<file path="config.mk">
export PLATFORM = sky130hd
export DESIGN_NAME = sound_top
export DESIGN_NICKNAME = d
export VERILOG_FILES = /design/src/logic/sound_pkg.sv /design/src/logic/pcm_fetch.sv /design/src/logic/sample_fifo.sv /design/src/logic/gain_mixer.sv /design/src/logic/sound_top.sv
export VERILOG_INCLUDE_DIRS = /design/src /design/src/include
export SDC_FILE = /design/constraint.sdc
export NUM_CORES = 1
export LEC_CHECK = 0
export CAP_MARGIN = 15
export CORE_ASPECT_RATIO = 1.75
export CORE_MARGIN = 1.5
export CORE_UTILIZATION = 55
export DETAILED_ROUTE_END_ITERATION = 12
export DONT_BUFFER_PORTS = 1
export PLACE_DENSITY = 0.73
export SETUP_SLACK_MARGIN = 0.5
export SKIP_LAST_GASP = 1
export SYNTH_ARGS = -nofsm -noshare
export SYNTH_HDL_FRONTEND = slang
export SYNTH_SLANG_ARGS = --single-unit
</file>
<file path="constraint.sdc">
create_clock -name CLK -period 8.94 [get_ports CLK]
set_input_delay 1.788 -clock CLK [delete_from_list [all_inputs] [get_ports CLK]]
set_output_delay 1.788 -clock CLK [all_outputs]
set_load 0.01 [all_outputs]
</file>
<file path="src/include/sound_defines.svh">
// widths and depth for the sample path; FIFO_DEPTH must be at least 2, gains are unsigned 4.4
`ifndef SOUND_DEFINES_SVH
`define SOUND_DEFINES_SVH

// sample ROM byte address, wraps at the top
`define ROM_AW 18

// pcm sample after conversion, byte sits in the top 8 bits
`define PCM_W 14

// one FM channel word
`define FM_W 16

// mixer output per side
`define OUT_W 16

// gain format 4.4, so 0x10 is unity
`define GAIN_FRAC 4

// entries per stream FIFO
`define FIFO_DEPTH 8

`endif

</file>
<file path="src/logic/sound_pkg.sv">
// payload types for the sample path; burst count is fixed at 16 bits, all samples two's complement
`include "sound_defines.svh"

package sound_pkg;

    // stereo frame from the FM synth
    typedef struct packed {
        logic signed [`FM_W-1:0] left;
        logic signed [`FM_W-1:0] right;
    } fm_frame_t;

    // converted pcm sample, (byte - 128) << 6
    typedef logic signed [`PCM_W-1:0] pcm_sample_t;

    // one burst request
    typedef struct packed {
        logic [`ROM_AW-1:0] start;  // first byte address
        logic [15:0]        count;  // bytes, 0 allowed
    } pcm_cmd_t;

    // both gains unsigned 4.4
    typedef struct packed {
        logic [7:0] fm_gain;
        logic [7:0] pcm_gain;
    } gain_set_t;

    // mixer result
    typedef struct packed {
        logic signed [`OUT_W-1:0] left;
        logic signed [`OUT_W-1:0] right;
        logic                     peak;   // either side clamped
    } mix_out_t;

endpackage

</file>
<file path="src/logic/pcm_fetch.sv">
// one burst at a time, one ROM read in flight; cmd and rom_data must obey valid/ok as described
`timescale 1ns/1ps
`include "sound_defines.svh"

module pcm_fetch (
    input  logic                   CLK,
    input  logic                   reset,
    input  sound_pkg::pcm_cmd_t    cmd,
    input  logic                   cmd_valid,
    output logic                   cmd_ready,
    output logic                   rom_cs,
    output logic [`ROM_AW-1:0]     rom_addr,
    input  logic [7:0]             rom_data,
    input  logic                   rom_ok,
    output sound_pkg::pcm_sample_t smp,
    output logic                   smp_valid,
    input  logic                   smp_ready,
    output logic                   busy
);
    typedef enum logic [1:0] {
        st_idle,    // waiting for a command
        st_rom,     // cs up, waiting on rom_ok
        st_offer    // sample held for the FIFO
    } state_t;

    state_t                 state;
    logic [`ROM_AW-1:0]     addr;       // current byte address
    logic [15:0]            remaining;  // bytes left incl. current
    sound_pkg::pcm_sample_t smp_q;
    logic                   smp_done;

    assign smp_done  = (state == st_offer) && smp_ready;

    assign cmd_ready = (state == st_idle);
    assign busy      = (state != st_idle);  // rises the cycle after accept
    assign rom_cs    = (state == st_rom);
    assign rom_addr  = addr;                // steady for the whole request
    assign smp_valid = (state == st_offer);
    assign smp       = smp_q;

    always_ff @(posedge CLK) begin
        if (reset) begin
            state     <= st_idle;
            addr      <= '0;
            remaining <= '0;
        end else begin
            case (state)
                st_idle: begin
                    if (cmd_valid) begin
                        addr      <= cmd.start;
                        remaining <= cmd.count;
                        // zero count: accepted, nothing to fetch
                        if (cmd.count != '0) state <= st_rom;
                    end
                end
                st_rom: begin
                    if (rom_ok) state <= st_offer;  // cs drops next cycle
                end
                st_offer: begin
                    if (smp_done) begin
                        if (remaining == 16'd1) begin
                            state <= st_idle;       // burst finished
                        end else begin
                            remaining <= remaining - 16'd1;
                            addr      <= addr + 1'b1;   // wraps mod 2^ROM_AW
                            state     <= st_rom;
                        end
                    end
                end
                default: state <= st_idle;
            endcase
        end
    end

    // unsigned byte to signed: flip msb, then scale up to PCM_W
    always_ff @(posedge CLK) begin
        if (state == st_rom && rom_ok) begin
            smp_q <= {rom_data ^ 8'h80, {(`PCM_W-8){1'b0}}};
        end
    end

endmodule

</file>
<file path="src/logic/sample_fifo.sv">
// single clock FIFO, no read latency; input opens one cycle after reset, push+pop allowed when full
`timescale 1ns/1ps
`include "sound_defines.svh"

module sample_fifo #(
    parameter type T     = logic [7:0],
    parameter int  DEPTH = `FIFO_DEPTH
) (
    input  logic CLK,
    input  logic reset,
    input  T     in_data,
    input  logic in_valid,
    output logic in_ready,
    output T     out_data,
    output logic out_valid,
    input  logic out_ready
);
    localparam int AW = (DEPTH > 1) ? $clog2(DEPTH) : 1;
    localparam int CW = $clog2(DEPTH + 1);

    T              mem [DEPTH];
    logic [AW-1:0] wr_ptr, rd_ptr;
    logic [CW-1:0] count;       // occupancy
    logic          armed;       // low during reset
    logic          push, pop;

    function automatic logic [AW-1:0] bump(input logic [AW-1:0] p);
        if (p == AW'(DEPTH - 1)) return '0;   // wrap, DEPTH need not be 2^n
        return p + 1'b1;
    endfunction

    assign out_valid = (count != '0);
    // full still takes a push when the head leaves this cycle
    assign in_ready  = armed && ((count != CW'(DEPTH)) || out_ready);
    assign out_data  = mem[rd_ptr];
    assign push      = in_valid && in_ready;
    assign pop       = out_valid && out_ready;

    always_ff @(posedge CLK) begin
        if (reset) begin
            wr_ptr <= '0;
            rd_ptr <= '0;
            count  <= '0;
            armed  <= 1'b0;
        end else begin
            armed <= 1'b1;
            if (push) wr_ptr <= bump(wr_ptr);
            if (pop)  rd_ptr <= bump(rd_ptr);
            case ({push, pop})
                2'b10:   count <= count + 1'b1;
                2'b01:   count <= count - 1'b1;
                default: count <= count;   // both or neither
            endcase
        end
    end

    // storage
    always_ff @(posedge CLK) begin
        if (push) mem[wr_ptr] <= in_data;
    end

endmodule

</file>
<file path="src/logic/gain_mixer.sv">
// pairs one FM frame with one pcm sample; gains are read at take time and must be steady meanwhile
`timescale 1ns/1ps
`include "sound_defines.svh"

module gain_mixer (
    input  logic                   CLK,
    input  logic                   reset,
    input  logic                   pause,
    input  sound_pkg::gain_set_t   gains,
    input  sound_pkg::fm_frame_t   fm,
    input  logic                   fm_valid,
    output logic                   fm_ready,
    input  sound_pkg::pcm_sample_t pcm,
    input  logic                   pcm_valid,
    output logic                   pcm_ready,
    output sound_pkg::mix_out_t    mix,
    output logic                   mix_valid,
    input  logic                   mix_ready
);
    localparam int ACC_W = `FM_W + 10;  // 16x9 product plus one carry

    logic                    take;
    logic signed [8:0]       fm_g, pcm_g;   // gains, zero extended
    logic signed [ACC_W-1:0] acc_l, acc_r;
    logic [`OUT_W:0]         sat_l, sat_r;  // {clipped, value}
    sound_pkg::mix_out_t     mix_q;
    logic                    mix_valid_q;

    // shift out the fraction, then clamp to OUT_W
    function automatic logic [`OUT_W:0] clamp(input logic signed [ACC_W-1:0] acc);
        logic signed [ACC_W-1:0] s;
        logic [ACC_W-`OUT_W:0]   top;
        s   = acc >>> `GAIN_FRAC;
        top = s[ACC_W-1:`OUT_W-1];     // must be all sign bits to fit
        if (&top || ~|top) begin
            return {1'b0, s[`OUT_W-1:0]};
        end else if (s[ACC_W-1]) begin
            return {1'b1, 1'b1, {(`OUT_W-1){1'b0}}};  // -32768
        end else begin
            return {1'b1, 1'b0, {(`OUT_W-1){1'b1}}};  // 32767
        end
    endfunction

    // both inputs present, not paused, output slot free or leaving
    assign take      = fm_valid && pcm_valid && !pause && (!mix_valid_q || mix_ready);
    assign fm_ready  = take;
    assign pcm_ready = take;    // both streams advance together

    assign fm_g  = {1'b0, gains.fm_gain};
    assign pcm_g = {1'b0, gains.pcm_gain};

    assign acc_l = fm.left * fm_g + pcm * pcm_g;
    assign acc_r = fm.right * fm_g + pcm * pcm_g;
    assign sat_l = clamp(acc_l);
    assign sat_r = clamp(acc_r);

    // output slot valid
    always_ff @(posedge CLK) begin
        if (reset) begin
            mix_valid_q <= 1'b0;
        end else if (take) begin
            mix_valid_q <= 1'b1;    // refill in the drain cycle
        end else if (mix_ready) begin
            mix_valid_q <= 1'b0;
        end
    end

    // result register, held under back-pressure and pause
    always_ff @(posedge CLK) begin
        if (take) begin
            mix_q.left  <= sat_l[`OUT_W-1:0];
            mix_q.right <= sat_r[`OUT_W-1:0];
            mix_q.peak  <= sat_l[`OUT_W] | sat_r[`OUT_W];
        end
    end

    assign mix       = mix_q;
    assign mix_valid = mix_valid_q;

endmodule

</file>
<file path="src/logic/sound_top.sv">
// fetch, two stream FIFOs and mixer on one clock; gains held steady while pairs are in flight
`timescale 1ns/1ps
`include "sound_defines.svh"

module sound_top (
    input  logic                 CLK,
    input  logic                 reset,
    input  logic                 pause,
    input  sound_pkg::gain_set_t gains,
    input  sound_pkg::pcm_cmd_t  cmd,
    input  logic                 cmd_valid,
    output logic                 cmd_ready,
    output logic                 busy,
    output logic                 rom_cs,
    output logic [`ROM_AW-1:0]   rom_addr,
    input  logic [7:0]           rom_data,
    input  logic                 rom_ok,
    input  sound_pkg::fm_frame_t fm_in,
    input  logic                 fm_in_valid,
    output logic                 fm_in_ready,
    output sound_pkg::mix_out_t  mix,
    output logic                 mix_valid,
    input  logic                 mix_ready
);
    // fetch to pcm FIFO
    sound_pkg::pcm_sample_t smp;
    logic                   smp_valid, smp_ready;
    // FIFO heads to mixer
    sound_pkg::pcm_sample_t pcm_q;
    logic                   pcm_q_valid, pcm_q_ready;
    sound_pkg::fm_frame_t   fm_q;
    logic                   fm_q_valid, fm_q_ready;

    pcm_fetch u_fetch (
        .CLK       (CLK),
        .reset     (reset),
        .cmd       (cmd),
        .cmd_valid (cmd_valid),
        .cmd_ready (cmd_ready),
        .rom_cs    (rom_cs),
        .rom_addr  (rom_addr),
        .rom_data  (rom_data),
        .rom_ok    (rom_ok),
        .smp       (smp),
        .smp_valid (smp_valid),
        .smp_ready (smp_ready),
        .busy      (busy)
    );

    sample_fifo #(.T(sound_pkg::pcm_sample_t), .DEPTH(`FIFO_DEPTH)) u_pcm_fifo (
        .CLK       (CLK),
        .reset     (reset),
        .in_data   (smp),
        .in_valid  (smp_valid),
        .in_ready  (smp_ready),
        .out_data  (pcm_q),
        .out_valid (pcm_q_valid),
        .out_ready (pcm_q_ready)
    );

    sample_fifo #(.T(sound_pkg::fm_frame_t), .DEPTH(`FIFO_DEPTH)) u_fm_fifo (
        .CLK       (CLK),
        .reset     (reset),
        .in_data   (fm_in),
        .in_valid  (fm_in_valid),
        .in_ready  (fm_in_ready),   // low through reset
        .out_data  (fm_q),
        .out_valid (fm_q_valid),
        .out_ready (fm_q_ready)
    );

    gain_mixer u_mixer (
        .CLK       (CLK),
        .reset     (reset),
        .pause     (pause),
        .gains     (gains),
        .fm        (fm_q),
        .fm_valid  (fm_q_valid),
        .fm_ready  (fm_q_ready),
        .pcm       (pcm_q),
        .pcm_valid (pcm_q_valid),
        .pcm_ready (pcm_q_ready),
        .mix       (mix),
        .mix_valid (mix_valid),
        .mix_ready (mix_ready)
    );

endmodule

</file>
After elaboration in Yosys (flattened, before gate mapping)
Memories as Yosys holds them, arrays and structs flattened. A register that Yosys moved wholly into a read port is not among the register bits.
Cells that the tools add are included.
{"block": "totals", "ramBits": 320, "mem_bits_ro": 0, "regBits": 99, "wordCells": 137, "latch_bits": 0, "out_inout_bits": 56, "inputBits": 97, "n_memories": 2}
{"name": "u_fm_fifo.mem", "depth": 8, "word_bits": 32, "read_ports": 1, "rd_ports_with_merged_regs": 1, "wr": 1, "line": "sample_fifo.sv:21", "text": "T mem [DEPTH];"}
{"name": "u_pcm_fifo.mem", "depth": 8, "word_bits": 8, "read_ports": 1, "rd_ports_with_merged_regs": 1, "wr": 1, "line": "sample_fifo.sv:21"}
{"block": "op_classes", "bitwise": 2, "multipliers": 3, "n_mux": 51, "shifts": 0, "eq_ne": 18, "addsub": 12, "order_cmp": 0, "reduce_logical": 34, "div_mod_pow": 0}
{"op": "$mux W16", "count": 5}
{"op": "$mux W18", "count": 3}
{"op": "$add A26 B26 Y26", "count": 2}
{"op": "$mul A16 B9 Y25", "count": 2}
{"op": "$mux W3", "count": 12}
{"op": "$pmux W18 S2", "count": 1}
{"op": "$mux W17", "count": 2}
{"op": "$pmux W16 S2", "count": 1}
{"op": "$mul A14 B9 Y23", "count": 1}
{"op": "$mux W1", "count": 20}
{"op": "$add A18 B1 Y18 const B", "count": 1}
{"op": "$eq A16 B1 Y1 const B", "count": 1}
{"op": "$pmux W4 S2", "count": 2}
{"op": "$reduce_bool A16 Y1", "count": 1}
{"op": "$sub A16 B1 Y16 const B", "count": 1}
{"op": "$reduce_and A7 Y1", "count": 2}
{"op": "$reduce_or A7 Y1", "count": 2}
{"op": "$add A3 B1 Y3 const B", "count": 4}
{"op": "$eq A3 B3 Y1 const B", "count": 4}
{"op": "$logic_and A1 B1 Y1", "count": 10}
{"op": "$reduce_bool A2 Y1", "count": 5}
{"op": "$add A4 B1 Y4 const B", "count": 2}
{"op": "$mux W2", "count": 4}
{"op": "$ne A4 B4 Y1 const B", "count": 2}
{"op": "other kinds (13)", "count": 30}

Logic depth before layout (Yosys ltp)
Gate-level depths: netlist of run 1.
{"block": "depth", "word_depth": 10, "depth_mapped": 33, "depth_no_buf": 29}

Cells and area by module
Synthesis of run 1 repeated with hierarchy kept, for this count alone.
{"block": "unflattened", "cells_unflattened": 2756, "hier_area_um2": 34058.9}
{"module": "gain_mixer", "area_each_um2": 15877.7, "cells_per_inst": 1721, "n_inst": 1, "seq_area_each_um2": 1011.0}
{"module": "sample_fifo at u_fm_fifo", "area_each_um2": 10488.8, "cells_per_inst": 450, "n_inst": 1, "seq_area_each_um2": 7967.6}
{"module": "sample_fifo at u_pcm_fifo", "area_each_um2": 5014.8, "cells_per_inst": 241, "n_inst": 1, "seq_area_each_um2": 3643.5}
{"module": "pcm_fetch", "area_each_um2": 2677.6, "cells_per_inst": 344, "n_inst": 1, "seq_area_each_um2": 960.9}

Worst setup path after synthesis of run 1
No wires, ideal clock.
{"block": "synth_timing", "kind": "flip-flop to flip-flop", "startpoint": "reg (tool-made name)", "endpoint": "reg u_mixer.mix_q (netlist bit u_mixer.mix[1]), data pin", "period_less_slack_ns": 8.571, "setup_time_ns": 0.152, "t_required_ns": 8.788, "stages_incl_launch_ff": 31, "n_path_buf": 3, "path_slack_ns": 0.369, "arrival_ns": 8.419, "cell_sequence": "dfxtp_1 clkbuf_1 buf_1 mux4_2 mux2i_1 nor2b_1 fa_1 inv_1 fa_1 inv_1 fa_1 inv_1 fa_1 inv_1 ha_1 o21a_1 a2111oi_0 o31ai_1 a21oi_1 o21bai_1 a21o_1 xor2_1 ha_1 and3_1 a311oi_1 mux2i_1 nand3_1 or3_1 o31a_1 buf_2 o21ai_0"}
{"element": "end: declaration", "line": "gain_mixer.sv:26", "text": "sound_pkg::mix_out_t mix_q;"}

==> results of run 1 <==
state kept, by name, summed over array words and instances (netlist names), 4 cells and up, named ones only:
signal,cells
u_fm_fifo.mem,256
u_pcm_fifo.mem,64
u_mixer.mix,33
u_fetch.rom_addr,18
u_fetch.remaining,16
u_fetch.smp,8
u_fm_fifo.count,4
u_pcm_fifo.count,4
per-stage QoR:
step / area, um2 / instances / setup WS (ns) / util (%) / hold slack (ns)
3_5_place_dp: 31930 / 3362 / 0.2140 / 57.69 / 0.4702
3_3_place_gp: 31930 / 3362 / 0.2768 / 57.69 / 0.4490
4_1_cts: 33370 / 3437 / 0.5039 / 60.29 / 0.4805
5_1_grt: 33890 / 3452 / 0.4871 / 61.24 / 0.4969
2_1_floorplan: 30840 / 2688 / 0.5227 / - / 0.4493
6_report: 33890 / 3452 / 0.7712 / 61.24 / 0.4751
routing by layer:
layer / routed length, um / vias to the layer above
met5: 0 / -
met4: 3164 / 0
met3: 3166 / 161
met2: 37900 / 513
met1: 25790 / 10072
li1: - / 9289
cells in the mapped netlist, types with 43 or more instances:
cell / instances / share of area [%]
ha_1: 183 / 7.4
inv_1: 420 / 5.1
nor2_1: 116 / 1.4
nand2_1: 187 / 2.3
nor3_1: 43 / 0.70
xnor2_1: 60 / 1.7
mux4_2: 80 / 5.8
o21ai_0: 73 / 1.2
nand2b_1: 54 / 1.1
a21oi_1: 113 / 1.8
nor2b_1: 108 / 2.2
fa_1: 262 / 17
and2_1: 79 / 1.6
clkbuf_1: 64 / 0.78
edfxtp_1: 361 / 35
dfxtp_1: 64 / 4.2
kinds of logic after synthesis:
family / count (synthesis)
simple gates: 704
buf+inv: 505
fa+ha+maj: 445
flops: 425
compound gates: 397
mux: 124
xor+xnor: 88
cell type report:
cell class                      instances  share of cell area [%]
Multi-Input combinational cell       1759                   50.92
Tap cell                              696                   2.569
Sequential cell                       425                   35.79
Antenna cell                            1                0.007383
Inverter                              420                   4.651
Clock buffer                           46                   3.020
Timing Repair Buffer                   79                   2.038
Clock inverter                         26                   1.008
placed cells by master, fill, tap and decap left out, types with 33 or more instances in the layout:
cell type	count
inv_1	419
edfxtp_1	361
fa_1	261
nand2_1	186
ha_1	179
nor2_1	111
nor2b_1	107
a21oi_1	106
mux4_2	80
and2_1	79
o21ai_0	68
buf_4	68
dfxtp_1	60
xnor2_1	58
nand2b_1	53
clkbuf_16	41
nor3_1	36
nand3_1	33
path summary, 6_finish.rpt:
kind	end	slack, ns	depth (start not counted)
min	flip-flop	0.48	2
min reg2reg	flip-flop	0.48	2
max	u_mixer.mix[6]	0.77	26
max reg2reg	u_mixer.mix[6]	0.77	26
worst max-delay path: stages, from the launching register on:
cell	delay, ns
dfxtp_4	0.48
buf_12	0.19
mux4_2	0.53
mux2_2	0.39
and2_1	0.20
fa_1	0.50
fa_1	0.45
fa_1	0.55
inv_1	0.06
fa_1	0.53
inv_1	0.05
ha_1	0.34
o21a_1	0.18
o21ai_0	0.15
a21oi_1	0.08
o22ai_1	0.30
xnor2_1	0.23
ha_1	0.40
a21oi_4	0.25
o221ai_2	0.15
a211o_1	0.37
or4_1	0.53
and3_4	0.22
nor4b_4	0.25
buf_4	0.18
a31o_2	0.25
o21ai_1	0.09
what timing repair did:
| item | 4_1_cts | 5_1_grt |
|---|---|---|
| resized for setup | 9 | 79 |
| buffers inserted | 3 | 10 |
| endpoints found under the setup margin | 23 | 31 |
| hold buffers | 0 | 0 |
| pin swaps | 3 | 13 |
| cloned | 0 | 2 |
==> impl_metrics.toml, run 1 <==
[global_routing]
grt_pass1_vias = 21405
gr-max-usage-layer = "met2"
grt_first_pass_wirelength_um = 111000
grtUsageMet1_pct = 27.42
overflow = 0
global_route.usage.total_pct = 24.68
globalRouteMet2Util_pct = 46.66
grt_antenna_before_repair = 1
grt_max_degree = 64
gr-usage-met3_pct = 3.595

[synth]
synth_top_family_by_area = "adder cells"
synth_fp_nets = 3230
yosys.area_share.adder_pct = 24.43
synth_cells = 2688
synthDistinctLibCells = 77
synth.area.mux_share_pct = 7.365
post_synth_instance_area_um2 = 30840
xor_xnor_share_of_the_synthesized_area_pct = 2.499
post_synth_simple_gate_area_pct = 11.80
synth_compound_gate_area_share_pct = 8.342
ys.flop_type = "edfxtp_1"
synthesis.area_per_instance_um2 = 11.47
synth-seq-cells = 425
synth-seq-area-share_pct = 39.31
synth.yosys.warnings = 0
synth_edf_count = 361
async_reset_ff_share_pct = 0

[place]
place_congestion = 0.9568
numPortBuffers = 0
dpl.hpwl_um = 51780

[sta]
max_freq_ghz = 0.1224
setup_total_negative_slack_ns = 0
post-route-min-period_ns = 8.169
timing.max_slew.rel_slack_pct = 24.62
rsz0062_at_grt = "false"
timing.final.crit_share_pct = 91.37
timing_worst_slew_pin_value_ns = 1.131
hold_viol = 0
setup-violations-final = 0
timing_max_transition_violations_final = 0
timing.clock.skew_ns = 0.04419

[hold_path]
hold_startpoint = "u_fm_fifo.rd_ptr[2]"
worstHoldPathType = "reg -> reg"

[die]
die-width_um = 182.0
dieHeight_um = 316.2
io_pins = 153
initial_core_util_pct = 55.72
core_area_um2 = 55340
design.die.area_um2 = 57550
num_rows = 114

[clocking]
cts.sinks = 425
cts_htree_levels = 2
cts-root-to-sink-buffers = 3
insertion_delay_ns = 0.59
clk_pin_slew_ns = 0.07
cts.root.buffer_cell = "clkbuf_16"
cts_buffers = 39
cts_tree = "built"

[final_layout]
area_growth_from_synthesis_to_layout_pct = 9.917
area_used_by_multi_input_combinational_logic_um2 = 17260
filler_cells_inserted = 4343
final_layout_size_suffix_gt1_share_pct = 12.12
net_count_of_the_finished_layout = 3266
ff_latch_area_um2 = 12130

[setup_path]
critical_path_type = "reg -> reg"
cp.arrival_ns = 8.49
worstSetupStartpointType = "flip-flop"
critPathRequiredTime_ns = 9.26
worstSetupEndpointType = "flip-flop"
worst_path_maximum_fanout = 10

[routing]
vias_per_cell = 5.804
initialDrtViolationCount = 1109
wl_per_cell_um = 20.28
route.antenna.remaining_nets = 0
drt_first_pass_iters = 5
detail_route.drc_violations = 0
wl_um = 70020
detailroute.via_count = 20035

[outcome]
result_of_the_run = "finished clean"

[job]
timing.max_cap.violations = 0
Power of run 1 is not shown: default switching activity piles up to over one toggle a cycle in this logic, so the estimate is an artifact.
==> run 2, diff against run 1 <==
REMOVE_ABC_BUFFERS = 1   (was default)
==> run 2 against run 1 <==
Critical path depth rose by 5. Sequential cell count is the same. Critical endpoint is now u_mixer.mix[0]. Routed wire length down 1.7%. Sequential share of layout area is 0.15 points higher. Non-clock buffer count is 1 lower. First-iteration DRC count up 8.7%. Count of clock-buffer cells in the layout did not move. Clock skew fell by 0.012 ns. Via count barely moved. Maximum frequency rose by 0.26%. Die area is the same. Final area is 0.40% lower.
==> impl_metrics.toml, run 2 (synthesis results as in run 1) <==
[die]
io_pins = 153
die-width_um = 182.0
design.die.area_um2 = 57550
core_area_um2 = 55340
initial_core_util_pct = 55.72
num_rows = 114
dieHeight_um = 316.2

[place]
dpl.hpwl_um = 51160
place_congestion = 0.8678
pre_cts_slack_ns = 0.1032
numPortBuffers = 0

[job]
timing.max_cap.violations = 0

[setup_path]
worstSetupEndpointType = "flip-flop"
worst_path_maximum_fanout = 14
max_stage_delay_ns = 0.53
critical_path_type = "reg -> reg"
cp.arrival_ns = 8.46
critPathRequiredTime_ns = 9.25
cp_slowest_cell = "mux4_2"
worstSetupStartpointType = "flip-flop"

[final_layout]
ff_latch_area_um2 = 12130
area_growth_from_synthesis_to_layout_pct = 9.479
final_layout_size_suffix_gt1_share_pct = 11.73
number_of_flip_flops_under_the_largest_register_name = 256
net_count_of_the_finished_layout = 3265
post-route-util_pct = 61.00
filler_cells_inserted = 4337
most-common-layout-cells = "inv_1 (419), edfxtp_1 (361), fa_1 (261)"
antenna_cells = 0
final_common_cell = "inv_1"
largest-register = "u_fm_fifo.mem"
area_used_by_multi_input_combinational_logic_um2 = 17100

[routing]
route.antenna.remaining_nets = 0
initialDrtViolationCount = 1205
detail_route.drc_violations = 0
detailroute.via_count = 20030
wl_per_cell_um = 19.95
vias_per_cell = 5.806
drt_first_pass_iters = 5
wl_um = 68820

[global_routing]
grt_first_pass_wirelength_um = 108000
grt_antenna_before_repair = 0
grt_pass1_vias = 20994
overflow = 0
grt_max_degree = 64
global_route.usage.total_pct = 23.90

[sta]
post-route-worst-setup-slack_ns = 0.7926
setup-violations-final = 0
rsz0062_at_grt = "false"
timing.clock.skew_ns = 0.03186
hold_viol = 0
timing_max_transition_violations_final = 0
max_freq_ghz = 0.1227
timing.final.crit_share_pct = 91.13
timing.max_slew.rel_slack_pct = 25.34
hold_slack_ns = 0.4523
timing_worst_slew_pin_value_ns = 1.117
post-route-min-period_ns = 8.147

[clocking]
insertion_delay_ns = 0.57
cts-root-to-sink-buffers = 3
hold_buffers = 0
cts_htree_levels = 2
cts.root.buffer_cell = "clkbuf_16"
cts.sinks = 425
cts_buffers = 40
clk_pin_slew_ns = 0.06
cts_tree = "built"

[outcome]
result_of_the_run = "finished clean"

[hold_path]
worstHoldPathType = "reg -> reg"
hold_startpoint = "u_fm_fifo.rd_ptr[1]"
run 2: cell types whose count changed in the layout (fill, tap and decap cells not counted), sizes merged:
| cell | before | now |
|---|---|---|
| clkinvlp | 4 | 3 |
| bufinv | 5 | 7 |
| clkinv | 13 | 11 |
| a31o | 5 | 4 |
| inv | 424 | 426 |
| buf | 78 | 77 |
| diode | 1 | 0 |
run 2: path summary, 6_finish.rpt:
path / to / slack, ns / cells past startpoint
worst min register to register: flip-flop / 0.45 / 2
worst max-delay path: u_mixer.mix[0] / 0.79 / 31
worst min-delay path: flip-flop / 0.45 / 2
worst max register to register: u_mixer.mix[0] / 0.79 / 31
run 2: stage by stage:
stage	TNS (ns)	instance area, um2	instances
floorplan	-32.98	30480	2603
global placement	0	31890	3359
detailed placement	0	31890	3359
CTS	0	33360	3436
global route	0	33760	3450
finish	0	33760	3450
run 2: layout make-up:
type / count / share of cell area [%]
multi-input cells: 1758 / 50.64
flip-flops and latches: 425 / 35.94
inverters: 420 / 4.670
clock buffers: 46 / 3.061
well taps: 696 / 2.580
repair buffers: 78 / 2.020
clock inverters: 27 / 1.090
run 2: timing repair:
item	in CTS	in global routing
gates resized for setup	6	68
endpoints found under the hold margin	0	0
setup buffers	4	12
gates cloned	0	1
pin swaps	1	12
endpoints found under the setup margin	31	31
run 2: worst max-delay path, delay by kind of cell (launching register included):
kind                     cells  cell delay, ns
adder cells (fa/ha/maj)      6            2.65
AO/OA/AOI/OAI               10            2.01
AND/OR/NAND/NOR              6            1.19
multiplexers                 2            0.87
buffers and inverters        6            0.47
flip-flops                   1            0.43
XOR/XNOR                     1            0.25
run 2: layer usage:
metal / part of all wire, % / up-vias / GRT usage [%]
met5: 0 / - / 0
met4: 4.4 / 0 / 11.38
met3: 4.6 / 150 / 3.549
met2: 54 / 507 / 45.31
met1: 37 / 10078 / 26.07
li1: - / 9295 / -
Power of run 2 is left out for the same reason.
==> run 3, diff against run 2 <==
--- a/config.mk
+++ b/config.mk
@@ -9,3 +9,2 @@
 export CAP_MARGIN = 15
-export CORE_ASPECT_RATIO = 1.75
 export CORE_MARGIN = 1.5
==> constraint.sdc (replaced) <==
create_clock -name CLK -period 8.94 [get_ports CLK]
set_input_delay 0 -clock CLK [delete_from_list [all_inputs] [get_ports CLK]]
set_output_delay 0 -clock CLK [all_outputs]
set_load 0.01 [all_outputs]
==> run 3 against run 2 <==
Maximum frequency is essentially flat. Worst setup slack lost 0.0023 ns. Count of clock-buffer cells in the layout increased by 7. Sequential share of layout area fell by 1.1 points. Via count grew 2.4%. Routed wire length is 1.4% lower. Final cell count grew 4.2%. Non-clock buffer count up 87.
==> impl_metrics.toml, run 3 (synthesis results as in run 1) <==
[outcome]
result_of_the_run = "finished clean"

[global_routing]
grt_pass1_vias = 20900
globalRouteMet2Util_pct = 40.05
grt_first_pass_wirelength_um = 107400
gr-usage-met3_pct = 3.722
overflow = 0
grt_antenna_before_repair = 5
global_route.usage.total_pct = 23.72
gr-max-usage-layer = "met2"
grtUsageMet1_pct = 31.72
grt_max_degree = 64

[place]
pre_cts_slack_ns = 0.3213
dpl.hpwl_um = 47140
place_congestion = 0.8936
numPortBuffers = 0

[sta]
hold_viol = 0
timing.final.crit_share_pct = 91.16
timing.max_slew.rel_slack_pct = 23.36
post-route-worst-setup-slack_ns = 0.7903
timing_worst_slew_pin_value_ns = 1.147
post-route-min-period_ns = 8.150
timing_max_transition_violations_final = 0
rsz0062_at_grt = "false"
max_freq_ghz = 0.1227
timing.clock.skew_ns = 0.02845
setup-violations-final = 0

[setup_path]
cp_num_cells = 31
critical_path_type = "reg -> reg"
ff2ff_path_depth = 31
rrSetupSlack_ns = 0.79
crit_path_frequent_cell = "fa_1"
max_stage_delay_ns = 0.51
cp.arrival_ns = 8.46
worstReg2RegEnd = "u_mixer.mix[30]"
critPathTopFamily = "adder cells"
worstSetupStartpointType = "flip-flop"
cp_slowest_cell = "mux4_2"
worst_path_maximum_fanout = 12
path_buf_inv = 6
critPathRequiredTime_ns = 9.25
worstSetupEndpointType = "flip-flop"

[routing]
detail_route.drc_violations = 0
drt_first_pass_iters = 5
route.antenna.remaining_nets = 0
initialDrtViolationCount = 1366
wl_um = 67880
vias_per_cell = 5.709
wl_per_cell_um = 18.89
detailroute.via_count = 20519

[final_layout]
largest-register = "u_fm_fifo.mem"
final_layout_size_suffix_gt1_share_pct = 10.62
area_growth_from_synthesis_to_layout_pct = 12.80
number_of_flip_flops_under_the_largest_register_name = 256
most-common-layout-cells = "inv_1 (419), edfxtp_1 (361), fa_1 (261)"
net_count_of_the_finished_layout = 3354
final_common_cell = "inv_1"

[job]
timing.max_cap.violations = 0

[hold_path]
hold_startpoint = "mix_ready"
worstHoldPathType = "in -> reg"
whs_endpoint = "u_fetch.state[1]"
whs_path_depth = 5

[clocking]
insertion_delay_ns = 0.58
cts.root.buffer_cell = "clkbuf_16"
cts_buffers = 42
clk_pin_slew_ns = 0.06
cts_htree_levels = 2
cts-root-to-sink-buffers = 3
cts.sinks = 425
cts_tree = "built"

[die]
io_pins = 153
die-width_um = 239.8
design.die.area_um2 = 57490
core_area_um2 = 55310
initial_core_util_pct = 55.75
dieHeight_um = 239.8
num_rows = 86
-- run 3: worst register-to-register path: cells and delay by family (launching register included) --
family / cells / cell delay (ns)
xor+xnor: 1 / 0.09
buf+inv: 6 / 0.73
mux: 2 / 0.89
simple gates: 5 / 0.88
compound gates: 11 / 2.34
flops: 1 / 0.36
fa+ha+maj: 6 / 2.63
-- run 3: per-stage QoR --
step | hold slack [ns] | instance area, um2 | cells | TNS (ns) | util [%]
floorplan | 0.05652 | 30480 | 2603 | -32.98 | -
finish | 0.05857 | 34780 | 3594 | 0 | 62.89
global route | 0.05040 | 34780 | 3593 | 0 | 62.89
CTS | 0.01801 | 34280 | 3573 | 0 | 61.97
detailed placement | 0.07389 | 31840 | 3397 | 0 | 57.57
global placement | 0.06750 | 31840 | 3397 | 0 | 57.57
-- run 3: timing repair --
action | in CTS | in global routing
gates cloned | 0 | 1
gates resized for setup | 9 | 67
endpoints found under the setup margin | 20 | 32
pin swaps | 0 | 10
hold buffers | 101 | 0
setup buffers | 0 | 16
endpoints found under the hold margin | 336 | 0
-- run 3: how the worst max path moves through the flow --
stage / from / end
after floorplan: flip-flop / u_mixer.mix[10]
after global placement: flip-flop / u_mixer.mix[1]
after detailed placement: flip-flop / u_mixer.mix[1]
after CTS: flip-flop / u_mixer.mix[1]
after global routing: flip-flop / u_mixer.mix[10]
final: flip-flop / u_mixer.mix[30]
-- run 3: area by class of cell --
| class | count | area, um2 |
|---|---|---|
| clock buffer | 53 | 1092 |
| antenna | 3 | 7.507 |
| tap | 748 | 935.9 |
| multi-input combinational | 1758 | 17150 |
| timing repair buffer | 165 | 1619 |
| inverter | 420 | 1577 |
| fill | 4278 | 20520 |
| sequential | 425 | 12130 |
| clock inverter | 22 | 271.5 |
-- run 3: routing by layer --
metal | part of all wire, % | wire length, um
met1 | 42 | 28820
met2 | 49 | 33370
met3 | 5.6 | 3808
met4 | 2.7 | 1866
met5 | 0.029 | 20
Power of run 3 is left out for the same reason.
